## config.mk

```make
export PLATFORM = sky130hd
export DESIGN_NAME = blitter_top
export DESIGN_NICKNAME = d
export VERILOG_FILES = /design/src/source/blit_pkg.sv /design/src/source/blit_datapath.sv /design/src/source/blit_regs.sv /design/src/source/blit_sequencer.sv /design/src/source/blitter_top.sv
export SDC_FILE = /design/constraint.sdc
export NUM_CORES = 1
export LEC_CHECK = 0
export ABC_AREA = 1
export ABC_CLOCK_PERIOD_IN_PS = 3500
export BUFFER_PORTS_ARGS = -buffer_cell sky130_fd_sc_hd__buf_2
export CORE_UTILIZATION = 52
export DETAILED_ROUTE_END_ITERATION = 10
export PLACE_DENSITY = 0.73
export SLEW_MARGIN = 10
export SYNTH_ARGS = -nofsm -noshare
export SYNTH_HDL_FRONTEND = slang
export SYNTH_SLANG_ARGS = --single-unit
```

## constraint.sdc

```tcl
create_clock -name clk -period 3.5 [get_ports clk]
set_input_delay 0.875 -clock clk [delete_from_list [all_inputs] [get_ports clk]]
set_output_delay 0.875 -clock clk [all_outputs]
set_load 0.1 [all_outputs]
```

## src/source/blit_pkg.sv

```systemverilog
package blit_pkg;

    typedef logic [15:0] word_t;        // one VRAM data word
    typedef logic [3:0]  nib_mask_t;    // bit 3 enables the high nibble

    // host register numbers, anything else is ignored
    typedef enum logic [3:0] {
        BLIT_CTRL  = 4'd0,              // bit 0 a_const, bit 2 b_not
        BLIT_SHIFT = 4'd1,              // [15:12] f_mask, [11:8] l_mask, [1:0] shift
        BLIT_MOD_A = 4'd2,
        BLIT_MOD_D = 4'd3,
        BLIT_SRC_A = 4'd4,
        BLIT_VAL_B = 4'd5,
        BLIT_VAL_C = 4'd6,
        BLIT_DST_D = 4'd7,
        BLIT_LINES = 4'd8,              // line count minus one
        BLIT_WORDS = 4'd9               // word count minus one, queues the blit
    } blit_reg_e;

    typedef enum logic [2:0] {
        IDLE,                           // nothing queued
        SETUP,                          // take the queued descriptor
        LINE_BEG,                       // reload word counter and first mask
        RD_A,                           // source read
        WR_D,                           // destination write
        LINE_END                        // apply modulos, next line or finish
    } blit_state_e;

    typedef struct packed {
        logic      a_const;             // A is src_a as a constant
        logic      b_not;               // use NOT B in the logic op
        logic [1:0] shift_amount;       // right shift in nibbles
        nib_mask_t f_mask;              // first word of each line
        nib_mask_t l_mask;              // last word of each line
        word_t     mod_a;
        word_t     mod_d;
        word_t     src_a;
        word_t     val_b;
        word_t     val_c;
        word_t     dst_d;
        word_t     lines;
        word_t     words;
    } blit_desc_t;

    typedef struct packed {
        logic      sel;                 // held until ack
        logic      wr;
        nib_mask_t wr_mask;
        word_t     addr;
    } vram_req_t;

endpackage

```

## src/source/blit_datapath.sv

```systemverilog
module blit_datapath import blit_pkg::*; (
    input  logic       clk,
    input  logic       reset_i,
    input  logic       vram_ack_i,
    input  word_t      vram_data_i,
    input  logic       load_a_i,
    input  logic       init_a_i,
    input  logic [1:0] shift_amount_i,
    input  logic       b_not_i,
    input  word_t      val_b_i,
    input  word_t      val_c_i,
    input  word_t      src_a_i,
    output word_t      data_o
);

    word_t val_a;
    word_t last_a;                      // previous raw A word
    word_t b_prime;

    // right shift by whole nibbles, low nibbles of prev fill the top
    function automatic word_t shift_right(input logic [1:0] amount, input word_t data,
                                          input word_t prev);
        case (amount)
            2'd0:    return data;
            2'd1:    return {prev[3:0], data[15:4]};
            2'd2:    return {prev[7:0], data[15:8]};
            default: return {prev[11:0], data[15:12]};
        endcase
    endfunction

    always_ff @(posedge clk) begin
        if (reset_i) begin
            last_a <= '0;
        end else if (load_a_i && vram_ack_i) begin
            last_a <= vram_data_i;      // carried across lines and blits
        end
    end

    always_ff @(posedge clk) begin
        if (init_a_i) begin
            val_a <= src_a_i;           // constant A, replaced by reads otherwise
        end else if (load_a_i && vram_ack_i) begin
            val_a <= shift_right(shift_amount_i, vram_data_i, last_a);
        end
    end

    assign b_prime = b_not_i ? ~val_b_i : val_b_i;
    assign data_o  = (val_a & b_prime) ^ val_c_i;   // D = A AND B' XOR C

endmodule

```

## src/source/blit_regs.sv

```systemverilog
module blit_regs import blit_pkg::*; (
    input  logic       clk,
    input  logic       reset_i,
    input  logic       reg_wr_i,        // one write per cycle, no handshake
    input  blit_reg_e  reg_num_i,
    input  word_t      reg_data_i,
    input  logic       setup_i,         // sequencer took the descriptor
    output blit_desc_t desc_o,
    output logic       queued_o         // also the full status
);

    blit_desc_t desc_q;
    logic       queued_q;

    assign desc_o   = desc_q;
    assign queued_o = queued_q;

    always_ff @(posedge clk) begin
        if (reset_i) begin
            desc_q   <= '0;
            queued_q <= 1'b0;
        end else begin
            if (setup_i) begin
                queued_q <= 1'b0;
            end

            // a words write in the setup cycle overrides the clear above
            if (reg_wr_i) begin
                case (reg_num_i)
                    BLIT_CTRL: begin
                        desc_q.b_not   <= reg_data_i[2];
                        desc_q.a_const <= reg_data_i[0];
                    end
                    BLIT_SHIFT: begin
                        desc_q.f_mask       <= reg_data_i[15:12];
                        desc_q.l_mask       <= reg_data_i[11:8];
                        desc_q.shift_amount <= reg_data_i[1:0];
                    end
                    BLIT_MOD_A: desc_q.mod_a <= reg_data_i;
                    BLIT_MOD_D: desc_q.mod_d <= reg_data_i;
                    BLIT_SRC_A: desc_q.src_a <= reg_data_i;
                    BLIT_VAL_B: desc_q.val_b <= reg_data_i;
                    BLIT_VAL_C: desc_q.val_c <= reg_data_i;
                    BLIT_DST_D: desc_q.dst_d <= reg_data_i;
                    BLIT_LINES: desc_q.lines <= reg_data_i;
                    BLIT_WORDS: begin
                        desc_q.words <= reg_data_i;
                        queued_q     <= 1'b1;   // blit is now pending
                    end
                    default: begin
                    end
                endcase
            end
        end
    end

    // host may only queue when the slot is free or being taken this cycle
    a_no_overrun: assert property (
        @(posedge clk) disable iff (reset_i)
        (reg_wr_i && reg_num_i == BLIT_WORDS) |-> (!queued_q || setup_i)
    ) else $error("blit queued while queue full");

endmodule

```

## src/source/blit_sequencer.sv

```systemverilog
module blit_sequencer import blit_pkg::*; #(
    parameter int ADDR_W = 16
) (
    input  logic       clk,
    input  logic       reset_i,
    input  blit_desc_t desc_i,
    input  logic       queued_i,
    output logic       setup_o,
    input  logic       vram_ack_i,
    output vram_req_t  vram_req_o,
    output logic       load_a_o,        // datapath captures read data on ack
    output logic       init_a_o,        // datapath loads src_a as constant
    output logic [1:0] shift_amount_o,
    output logic       b_not_o,
    output word_t      val_b_o,
    output word_t      val_c_o,
    output logic       busy_o,
    output logic       done_o
);

    blit_state_e       state_q, state_n;
    blit_desc_t        cur_q;                   // working copy of the running blit
    logic              sel_q, sel_n;
    logic              wr_q, wr_n;
    logic [ADDR_W-1:0] addr_q, addr_n;
    logic [ADDR_W-1:0] a_addr_q, a_addr_n;
    logic [ADDR_W-1:0] d_addr_q, d_addr_n;
    word_t             lines_q, lines_n;        // bit 15 set on the last line
    logic [16:0]       count_q, count_n;        // bit 16 set on the last word
    nib_mask_t         fmask_q, fmask_n;
    logic              done_q, done_n;
    logic              advance;

    assign advance = !sel_q || vram_ack_i;      // everything waits on ack

    assign vram_req_o = '{sel: sel_q, wr: wr_q,
                          wr_mask: fmask_q & (count_q[16] ? cur_q.l_mask : 4'hf),
                          addr: word_t'(addr_q)};

    assign shift_amount_o = cur_q.shift_amount;
    assign b_not_o        = cur_q.b_not;
    assign val_b_o        = cur_q.val_b;
    assign val_c_o        = cur_q.val_c;
    assign busy_o         = (state_q != IDLE);
    assign done_o         = done_q;

    always_comb begin
        state_n  = state_q;
        sel_n    = 1'b0;
        wr_n     = 1'b0;
        addr_n   = addr_q;
        a_addr_n = a_addr_q;
        d_addr_n = d_addr_q;
        lines_n  = lines_q;
        count_n  = count_q;
        fmask_n  = fmask_q;
        done_n   = 1'b0;
        setup_o  = 1'b0;
        init_a_o = 1'b0;
        load_a_o = 1'b0;

        case (state_q)
            IDLE: begin
                if (queued_i) begin
                    state_n = SETUP;
                end
            end
            SETUP: begin
                setup_o  = 1'b1;
                init_a_o = 1'b1;
                a_addr_n = desc_i.src_a[ADDR_W-1:0];
                d_addr_n = desc_i.dst_d[ADDR_W-1:0];
                lines_n  = desc_i.lines;
                state_n  = LINE_BEG;
            end
            LINE_BEG: begin
                fmask_n = cur_q.f_mask;
                lines_n = lines_q - 1'b1;               // underflows on the last line
                count_n = {1'b0, cur_q.words} - 1'b1;   // underflows on the last word
                sel_n   = 1'b1;
                if (!cur_q.a_const) begin
                    addr_n  = a_addr_q;
                    state_n = RD_A;
                end else begin
                    wr_n    = 1'b1;
                    addr_n  = d_addr_q;
                    state_n = WR_D;
                end
            end
            RD_A: begin
                load_a_o = 1'b1;
                a_addr_n = a_addr_q + 1'b1;
                sel_n    = 1'b1;
                wr_n     = 1'b1;
                addr_n   = d_addr_q;
                state_n  = WR_D;
            end
            WR_D: begin
                d_addr_n = d_addr_q + 1'b1;
                count_n  = count_q - 1'b1;
                fmask_n  = 4'hf;                        // first word done
                if (count_q[16]) begin
                    state_n = LINE_END;
                end else if (!cur_q.a_const) begin
                    sel_n   = 1'b1;
                    addr_n  = a_addr_q;
                    state_n = RD_A;
                end else begin
                    sel_n   = 1'b1;
                    wr_n    = 1'b1;
                    addr_n  = d_addr_n;
                    state_n = WR_D;
                end
            end
            LINE_END: begin
                a_addr_n = a_addr_q + cur_q.mod_a[ADDR_W-1:0];
                d_addr_n = d_addr_q + cur_q.mod_d[ADDR_W-1:0];
                if (lines_q[15]) begin
                    done_n  = 1'b1;
                    state_n = queued_i ? SETUP : IDLE;
                end else begin
                    state_n = LINE_BEG;
                end
            end
            default: state_n = IDLE;
        endcase
    end

    always_ff @(posedge clk) begin
        if (reset_i) begin
            state_q <= IDLE;
            cur_q   <= '0;
            sel_q   <= 1'b0;
            wr_q    <= 1'b0;
            lines_q <= '0;
            count_q <= '0;
            fmask_q <= '0;
            done_q  <= 1'b0;
        end else if (advance) begin
            state_q <= state_n;
            sel_q   <= sel_n;
            wr_q    <= wr_n;
            lines_q <= lines_n;
            count_q <= count_n;
            fmask_q <= fmask_n;
            done_q  <= done_n;
            if (setup_o) begin
                cur_q <= desc_i;
            end
        end
    end

    always_ff @(posedge clk) begin
        if (advance) begin
            addr_q   <= addr_n;
            a_addr_q <= a_addr_n;
            d_addr_q <= d_addr_n;
        end
    end

    a_req_held: assert property (
        @(posedge clk) disable iff (reset_i)
        (sel_q && !vram_ack_i) |=> (sel_q && $stable(wr_q) && $stable(addr_q))
    ) else $error("vram request changed before ack");

    a_done_pulse: assert property (
        @(posedge clk) disable iff (reset_i) done_q |=> !done_q
    ) else $error("done longer than one cycle");

endmodule

```

## src/source/blitter_top.sv

```systemverilog
module blitter_top import blit_pkg::*; #(
    parameter int ADDR_W = 16           // VRAM address width
) (
    input  logic      clk,
    input  logic      reset_i,
    input  logic      reg_wr_i,
    input  blit_reg_e reg_num_i,
    input  word_t     reg_data_i,
    output logic      busy_o,
    output logic      full_o,           // descriptor slot taken
    output logic      done_o,
    output vram_req_t vram_req_o,
    input  logic      vram_ack_i,
    input  word_t     vram_data_i,
    output word_t     vram_data_o
);

    blit_desc_t queued_desc;
    logic       setup;
    logic       load_a;
    logic       init_a;
    logic [1:0] shift_amount;
    logic       b_not;
    word_t      val_b;
    word_t      val_c;

    blit_regs regs0 (
        .clk, .reset_i, .reg_wr_i, .reg_num_i, .reg_data_i,
        .setup_i(setup), .desc_o(queued_desc), .queued_o(full_o)
    );

    blit_sequencer #(.ADDR_W(ADDR_W)) seq0 (
        .clk, .reset_i, .desc_i(queued_desc), .queued_i(full_o), .setup_o(setup),
        .vram_ack_i, .vram_req_o, .load_a_o(load_a), .init_a_o(init_a),
        .shift_amount_o(shift_amount), .b_not_o(b_not), .val_b_o(val_b), .val_c_o(val_c),
        .busy_o, .done_o
    );

    blit_datapath dp0 (
        .clk, .reset_i, .vram_ack_i, .vram_data_i, .load_a_i(load_a), .init_a_i(init_a),
        .shift_amount_i(shift_amount), .b_not_i(b_not), .val_b_i(val_b), .val_c_i(val_c),
        .src_a_i(queued_desc.src_a), .data_o(vram_data_o)
    );

endmodule

```

==> results of run 1 <==
[worst min path at each step]
stage | startpoint | to
after CTS | dp0.last_a[8] | dp0.last_a[8]
after detailed placement | dp0.last_a[8] | dp0.last_a[8]
after floorplan | dp0.last_a[8] | dp0.last_a[8]
after global routing | seq0.cur_q[5] | seq0.cur_q[5]
after global placement | regs0.desc_o[138] | regs0.desc_o[138]
final | dp0.last_a[8] | dp0.last_a[8]
[stage by stage]
stage                     setup slack [ns]  util, %
final                                0.514     59.7
after global routing                 0.270     59.7
after CTS                            0.510     59.7
after detailed placement             0.564     55.6
after global placement               0.618     55.6
after floorplan                      0.206        -
[area by class of cell]
cell class / count / area (µm²)
Fill cell: 2964 / 12800
Multi-Input combinational cell: 1632 / 8000
Sequential cell: 352 / 7690
Clock buffer: 60 / 1180
Inverter: 199 / 758
Timing Repair Buffer: 114 / 693
Tap cell: 402 / 503
Clock inverter: 11 / 128
[flip-flops by register name (all words and copies together) (netlist names)]
signal               count
dp0.last_a              12
dp0.val_a               16
regs0.desc_o           140
regs0.queued_o           1
seq0.a_addr_q           16
seq0.addr_q             16
seq0.b_not_o             1
seq0.count_q            17
seq0.cur_q              57
seq0.d_addr_q           16
seq0.done_o              1
seq0.fmask_q             4
seq0.lines_q            16
seq0.sel_q               1
seq0.shift_amount_o      2
seq0.state_q             3
seq0.val_b_o            16
seq0.val_c_o            16
seq0.wr_q                1
[synthesized netlist by cell type, types with 3 or more instances]
library cell | instances | area [µm²]
inv_1 | 188 | 706
nand2_2 | 3 | 18.8
o21ai_0 | 335 | 1680
clkbuf_1 | 86 | 323
a21o_1 | 5 | 37.5
nor2_4 | 3 | 33.8
clkinv_1 | 4 | 15.0
ha_1 | 33 | 413
dfxtp_1 | 288 | 5770
nand3_1 | 97 | 485
nor2_1 | 509 | 1910
xor2_1 | 24 | 210
buf_6 | 4 | 45.0
or2_2 | 9 | 56.3
xnor2_1 | 23 | 201
nor3_1 | 12 | 60.1
buf_1 | 17 | 63.8
nand3b_1 | 4 | 30.0
nand2_1 | 301 | 1130
a221oi_1 | 6 | 52.6
a211oi_1 | 15 | 113
a22oi_1 | 3 | 22.5
nor2_2 | 6 | 37.5
inv_2 | 6 | 22.5
nand4_1 | 22 | 138
buf_2 | 12 | 60.1
a21oi_1 | 156 | 781
buf_4 | 5 | 37.5
o211ai_1 | 8 | 60.1
a31oi_1 | 9 | 56.3
o21bai_1 | 10 | 75.1
edfxtp_1 | 64 | 1920
o221ai_1 | 7 | 61.3
o22ai_1 | 15 | 93.8
o21ai_1 | 4 | 20.0
[routing by layer]
metal	routed length [µm]	vias up	global-route usage [%]
li1	-	7668	-
met1	21700	7340	40.8
met2	23100	648	49.3
met3	3960	110	4.69
met4	1510	0	10.2
met5	0	-	0
[kinds of logic (layout without fill, tap and decap cells)]
family,Yosys count,after routing
compound gates,579,579
xor+xnor,47,47
fa+ha+maj,35,35
buf+inv,323,384
flops,352,352
mux,1,1
simple gates,970,970
[critical path: stages, from the launching register on]
cell and delay, ns:
dfxtp_1 0.32, buf_4 0.31, xor2_1 0.19, nand2_1 0.12, xnor2_1 0.17, buf_2 0.45
[power by group through the flow]
stage	clock [W]	sequential, W	combinational [W]
floorplan	0	0.00505	0.00344
global placement	0	0.00513	0.00435
detailed placement	0	0.00515	0.00440
CTS	0.00416	0.00506	0.00443
global route	0.00433	0.00511	0.00490
finish	0.00411	0.00507	0.00448
==> results.ini, run 1 <==
[yosys]
synthFlopType=dfxtp_1
synth_edf_count=64
synth_top_family_by_area=simple AND/OR/NAND/NOR gates
synth_xor_area_share_pct=2.44
syn_area_um2=16900
synth-compound-area-share_pct=18.4
synth-async-reset-ratio_pct=0
synthesis.nets=2382
synthAdderAreaFrac_pct=2.68
synth.area.mux_share_pct=0.0593
netlist-cell-type-count=47
yosys_warnings=0
syn_avg_cell_area_um2=7.32
synth-simple-area-share_pct=23.3
yosysSeqAreaShare_pct=45.5
syn_inst=2307
ys_seq_elements=352

[drt]
wl_per_cell_um=18.2
drcViolationCount=0
postRouteAntennaNets=0
firstDrtPassIters=6
totalWireLength_um=50300
drt_iter0_drc=1510
vias=15766
vias_per_cell=5.69

[sta]
rsz0062_at_grt=no
period_share_pct=85.3
fin_worst_skew_ns=0.0191
hold_violations=0
timing.final.max_slew_violations=0
hold_ws_ns=0.451
period_minus_slack_ns=2.99
tightest_slew_ns=1.06
setup_viol=0
tns_ns=0
clock.fmax_ghz=0.335
maxSlewHeadroom_pct=29.2

[power_and_ir_drop]
pwr-share-seq_pct=37.1
p_int_w=0.00836
p_leak_nw=8.58
fin_total_pwr_w=0.0137
peakVddDrop_mv=0.905
switchingPower_w=0.00529
clkPwrFrac_pct=30.1
comb_power_share_pct=32.8
power_density_nw_per_um2=721
switching_share_pct=38.8

[placement]
dp_cells=2699
numPortBuffers=80
post_dp_cell_area_um2=17600
hpwl_um=34000
gp_congestion=0.947

[grt]
grt_max_degree=125
grt_pass1_wl_um=79100
grt_usage_pct=30.2
first_global_vias=14523
antenna_found_initial=0
overflow=0

[worst_setup_path]
endpoint=vram_data_o[0]
crit_type=reg2out
cp_max_fo=17
r2r-start=seq0.state_q[0]
reg2reg_slack_ns=0.52
cp.arrival_ns=2.11
cp.required_ns=2.62
crit_path_end_kind=output port
cp-start-kind=flop
cp-startpoint=seq0.b_not_o
reg2reg_to=seq0.a_addr_q[8]
rr_worst_depth=14

[flow_run]
cap_violations=0

[clocking]
clock_tree.buffer_depth=3
hold_buffers=0
cts_max_level=2
root_buffer=clkbuf_16
cts_buffers=39
post_cts_resized=0
numClockSinks=352
clk_latency_ns=0.55
clk_pin_slew_ns=0.06
post_cts_buffers=0
cts_tree=done

[layout]
final_cells=2770
mostFrequentLayoutCell=nor2_1
syn2layout_area_growth_pct=12.2
final_nets=2413
final_area_um2=18900
diodes=0
layout_common_cells=509 x nor2_1, 335 x o21ai_0, 301 x nand2_1
drive_gt1_share_pct=9.29

[floorplan]
ios=81
die_y_um=182
start_util_pct=53.2
core_area_um2=31700
std_cell_rows=65
dieArea_um2=33200
dieWidth_um=182

[worst_hold_path]
holdPathStages=2
min_path_type=reg2reg

[outcome]
outcome=finished clean

(Power assumes the default switching activity.)
==> run 2: changes to the inputs <==
==> constraint.sdc (replaced) <==
create_clock -name clk -period 3.5 [get_ports clk]
set_input_delay 0.7 -clock clk [delete_from_list [all_inputs] [get_ports clk]]
set_output_delay 0.7 -clock clk [all_outputs]
set_load 0.1 [all_outputs]
==> results.ini, run 2 (synthesis results as in run 1) <==
[drt]
firstDrtPassIters=5  ; -1
postRouteAntennaNets=0  ; unchanged
drcViolationCount=0  ; unchanged
vias=15768  ; +0.013%
drt_iter0_drc=1428  ; -5.4%
vias_per_cell=5.69  ; about the same
wl_per_cell_um=18.0  ; -0.90%
totalWireLength_um=49900  ; -0.90%

[worst_hold_path]
holdCritStartpoint=seq0.cur_q[0]
worstHoldEndpoint=seq0.cur_q[0]
min_path_type=reg2reg
holdPathStages=2  ; unchanged

[placement]
numPortBuffers=80  ; unchanged
gp_congestion=0.966  ; +2.0%
place_ws_ns=0.544  ; -0.0203 ns
post_dp_cell_area_um2=17600  ; -0.43%
hpwl_um=33700  ; -0.87%

[floorplan]
start_util_pct=53.2  ; unchanged
core_area_um2=31700  ; unchanged
std_cell_rows=65  ; unchanged
dieArea_um2=33200  ; unchanged
dieWidth_um=182  ; unchanged
die_y_um=182  ; unchanged
ios=81  ; unchanged

[worst_setup_path]
crit_type=reg2out
cp.required_ns=2.80  ; +0.18 ns
crit_path_end_kind=output port
cp.arrival_ns=2.46  ; +0.35 ns
cp-start-kind=flop
cp_max_fo=14  ; -3
reg2reg_to=seq0.a_addr_q[8]
reg2reg_slack_ns=0.49  ; -0.03 ns
r2r-start=seq0.state_q[0]
rr_worst_depth=14  ; unchanged
cp-startpoint=seq0.b_not_o

[sta]
maxSlewHeadroom_pct=32.0  ; +2.8 points
clock.fmax_ghz=0.317  ; -5.4%
timing.final.max_slew_violations=0  ; unchanged
setup_viol=0  ; unchanged
tns_ns=0  ; unchanged
fin_worst_skew_ns=0.0162  ; -0.00299 ns
hold_violations=0  ; unchanged
setup_slack_ns=0.344  ; -0.170 ns
tightest_slew_ns=1.02  ; -0.0422 ns
rsz0062_at_grt=no
period_minus_slack_ns=3.16  ; +0.170 ns
period_share_pct=90.2  ; +4.9 points

[layout]
syn2layout_area_growth_pct=12.0
diodes=0  ; unchanged
mostFrequentLayoutCell=nor2_1
largest_reg_flops=140  ; unchanged
final_nets=2413  ; unchanged
drive_gt1_share_pct=8.87  ; -0.42 points
final_area_um2=18900  ; -0.19%
layout_common_cells=509 x nor2_1, 335 x o21ai_0, 301 x nand2_1

[outcome]
outcome=finished clean

[clocking]
root_buffer=clkbuf_16
post_cts_buffers=0  ; unchanged
cts_tree=done
numClockSinks=352  ; unchanged
clk_pin_slew_ns=0.06  ; about the same
hold_buffers=0  ; unchanged
clock_tree.buffer_depth=3  ; unchanged
clk_latency_ns=0.54  ; about the same
cts_buffers=38  ; -2.6%
cts_max_level=2  ; unchanged
post_cts_resized=0  ; unchanged

[grt]
grt_usage_pct=30.0  ; -0.16 points
first_global_vias=14692  ; +1.2%
antenna_found_initial=0  ; unchanged
grt_pass1_wl_um=78200  ; -1.1%
grt_max_degree=108  ; -14%
overflow=0  ; unchanged

[power_and_ir_drop]
p_leak_nw=8.51  ; -0.77%
p_int_w=0.00847  ; +1.3%
switchingPower_w=0.00528  ; -0.24%
switching_share_pct=38.4  ; -0.35 points
clkPwrFrac_pct=31.0  ; +0.9 points
power_density_nw_per_um2=727  ; +0.87%
fin_total_pwr_w=0.0137  ; +0.68%
peakVddDrop_mv=1.23  ; +36%
pwr-share-seq_pct=37.0  ; about the same
comb_power_share_pct=32.0  ; -0.8 points

[flow_run]
cap_violations=0  ; unchanged

==> run 2: changes by cell type in the layout (fill, tap and decap cells not counted), sizes merged <==
cell / previous run / this run
clkbuf: 60 / 47
clkinv: 12 / 20
bufinv: 1 / 6
inv: 196 / 194
buf: 114 / 115
clkinvlp: 1 / 2
==> run 2: how the worst max path moves through the flow <==
stage          cells past startpoint           endpoint  slack (ns)
3_3_place_gp                      15  seq0.a_addr_q[14]        0.59
6_report                           4    vram_data_o[14]        0.34
5_1_grt                            5     vram_data_o[1]        0.20
3_5_place_dp                      14   seq0.a_addr_q[8]        0.54
4_1_cts                            5     vram_data_o[2]        0.33
2_1_floorplan                      5    vram_data_o[15]        0.08
==> run 2: power by group through the flow <==
stage	combinational, W	sequential, W	clock (W)
2_1_floorplan	0.00339	0.00504	0
3_3_place_gp	0.00427	0.00515	0
3_5_place_dp	0.00432	0.00517	0
4_1_cts	0.00435	0.00508	0.00431
5_1_grt	0.00484	0.00513	0.00448
6_report	0.00440	0.00509	0.00426
==> run 2: metal layers <==
| layer | track usage (%) | up-vias | part of all wire (%) |
|---|---|---|---|
| met5 | 0 | - | 0 |
| met4 | 14.2 | 0 | 4.9 |
| met3 | 4.33 | 143 | 7.1 |
| met2 | 49.7 | 638 | 46 |
| met1 | 38.7 | 7303 | 42 |
| li1 | - | 7684 | - |
==> run 2: per-stage QoR <==
stage | util [%] | hold slack [ns] | std cells
6_report | 59.6 | 0.453 | 2770
5_1_grt | 59.6 | 0.466 | 2770
4_1_cts | 59.6 | 0.455 | 2770
3_5_place_dp | 55.4 | 0.445 | 2700
3_3_place_gp | 55.4 | 0.441 | 2700
2_1_floorplan | - | 0.425 | 2307
==> run 2: critical path, stage by stage (launching register included) <==
cell	delay (ns)
dfxtp_1	0.87
xor2_1	0.21
nand2_1	0.08
xnor2_1	0.27
buf_2	0.49
==> run 2: layout make-up <==
class | count | area (µm²)
inverter | 199 | 758
fill | 2900 | 12800
tap | 402 | 503
timing repair buffer | 115 | 688
clock buffer | 47 | 1020
clock inverter | 23 | 320
multi-input combinational | 1632 | 7930
sequential | 352 | 7690
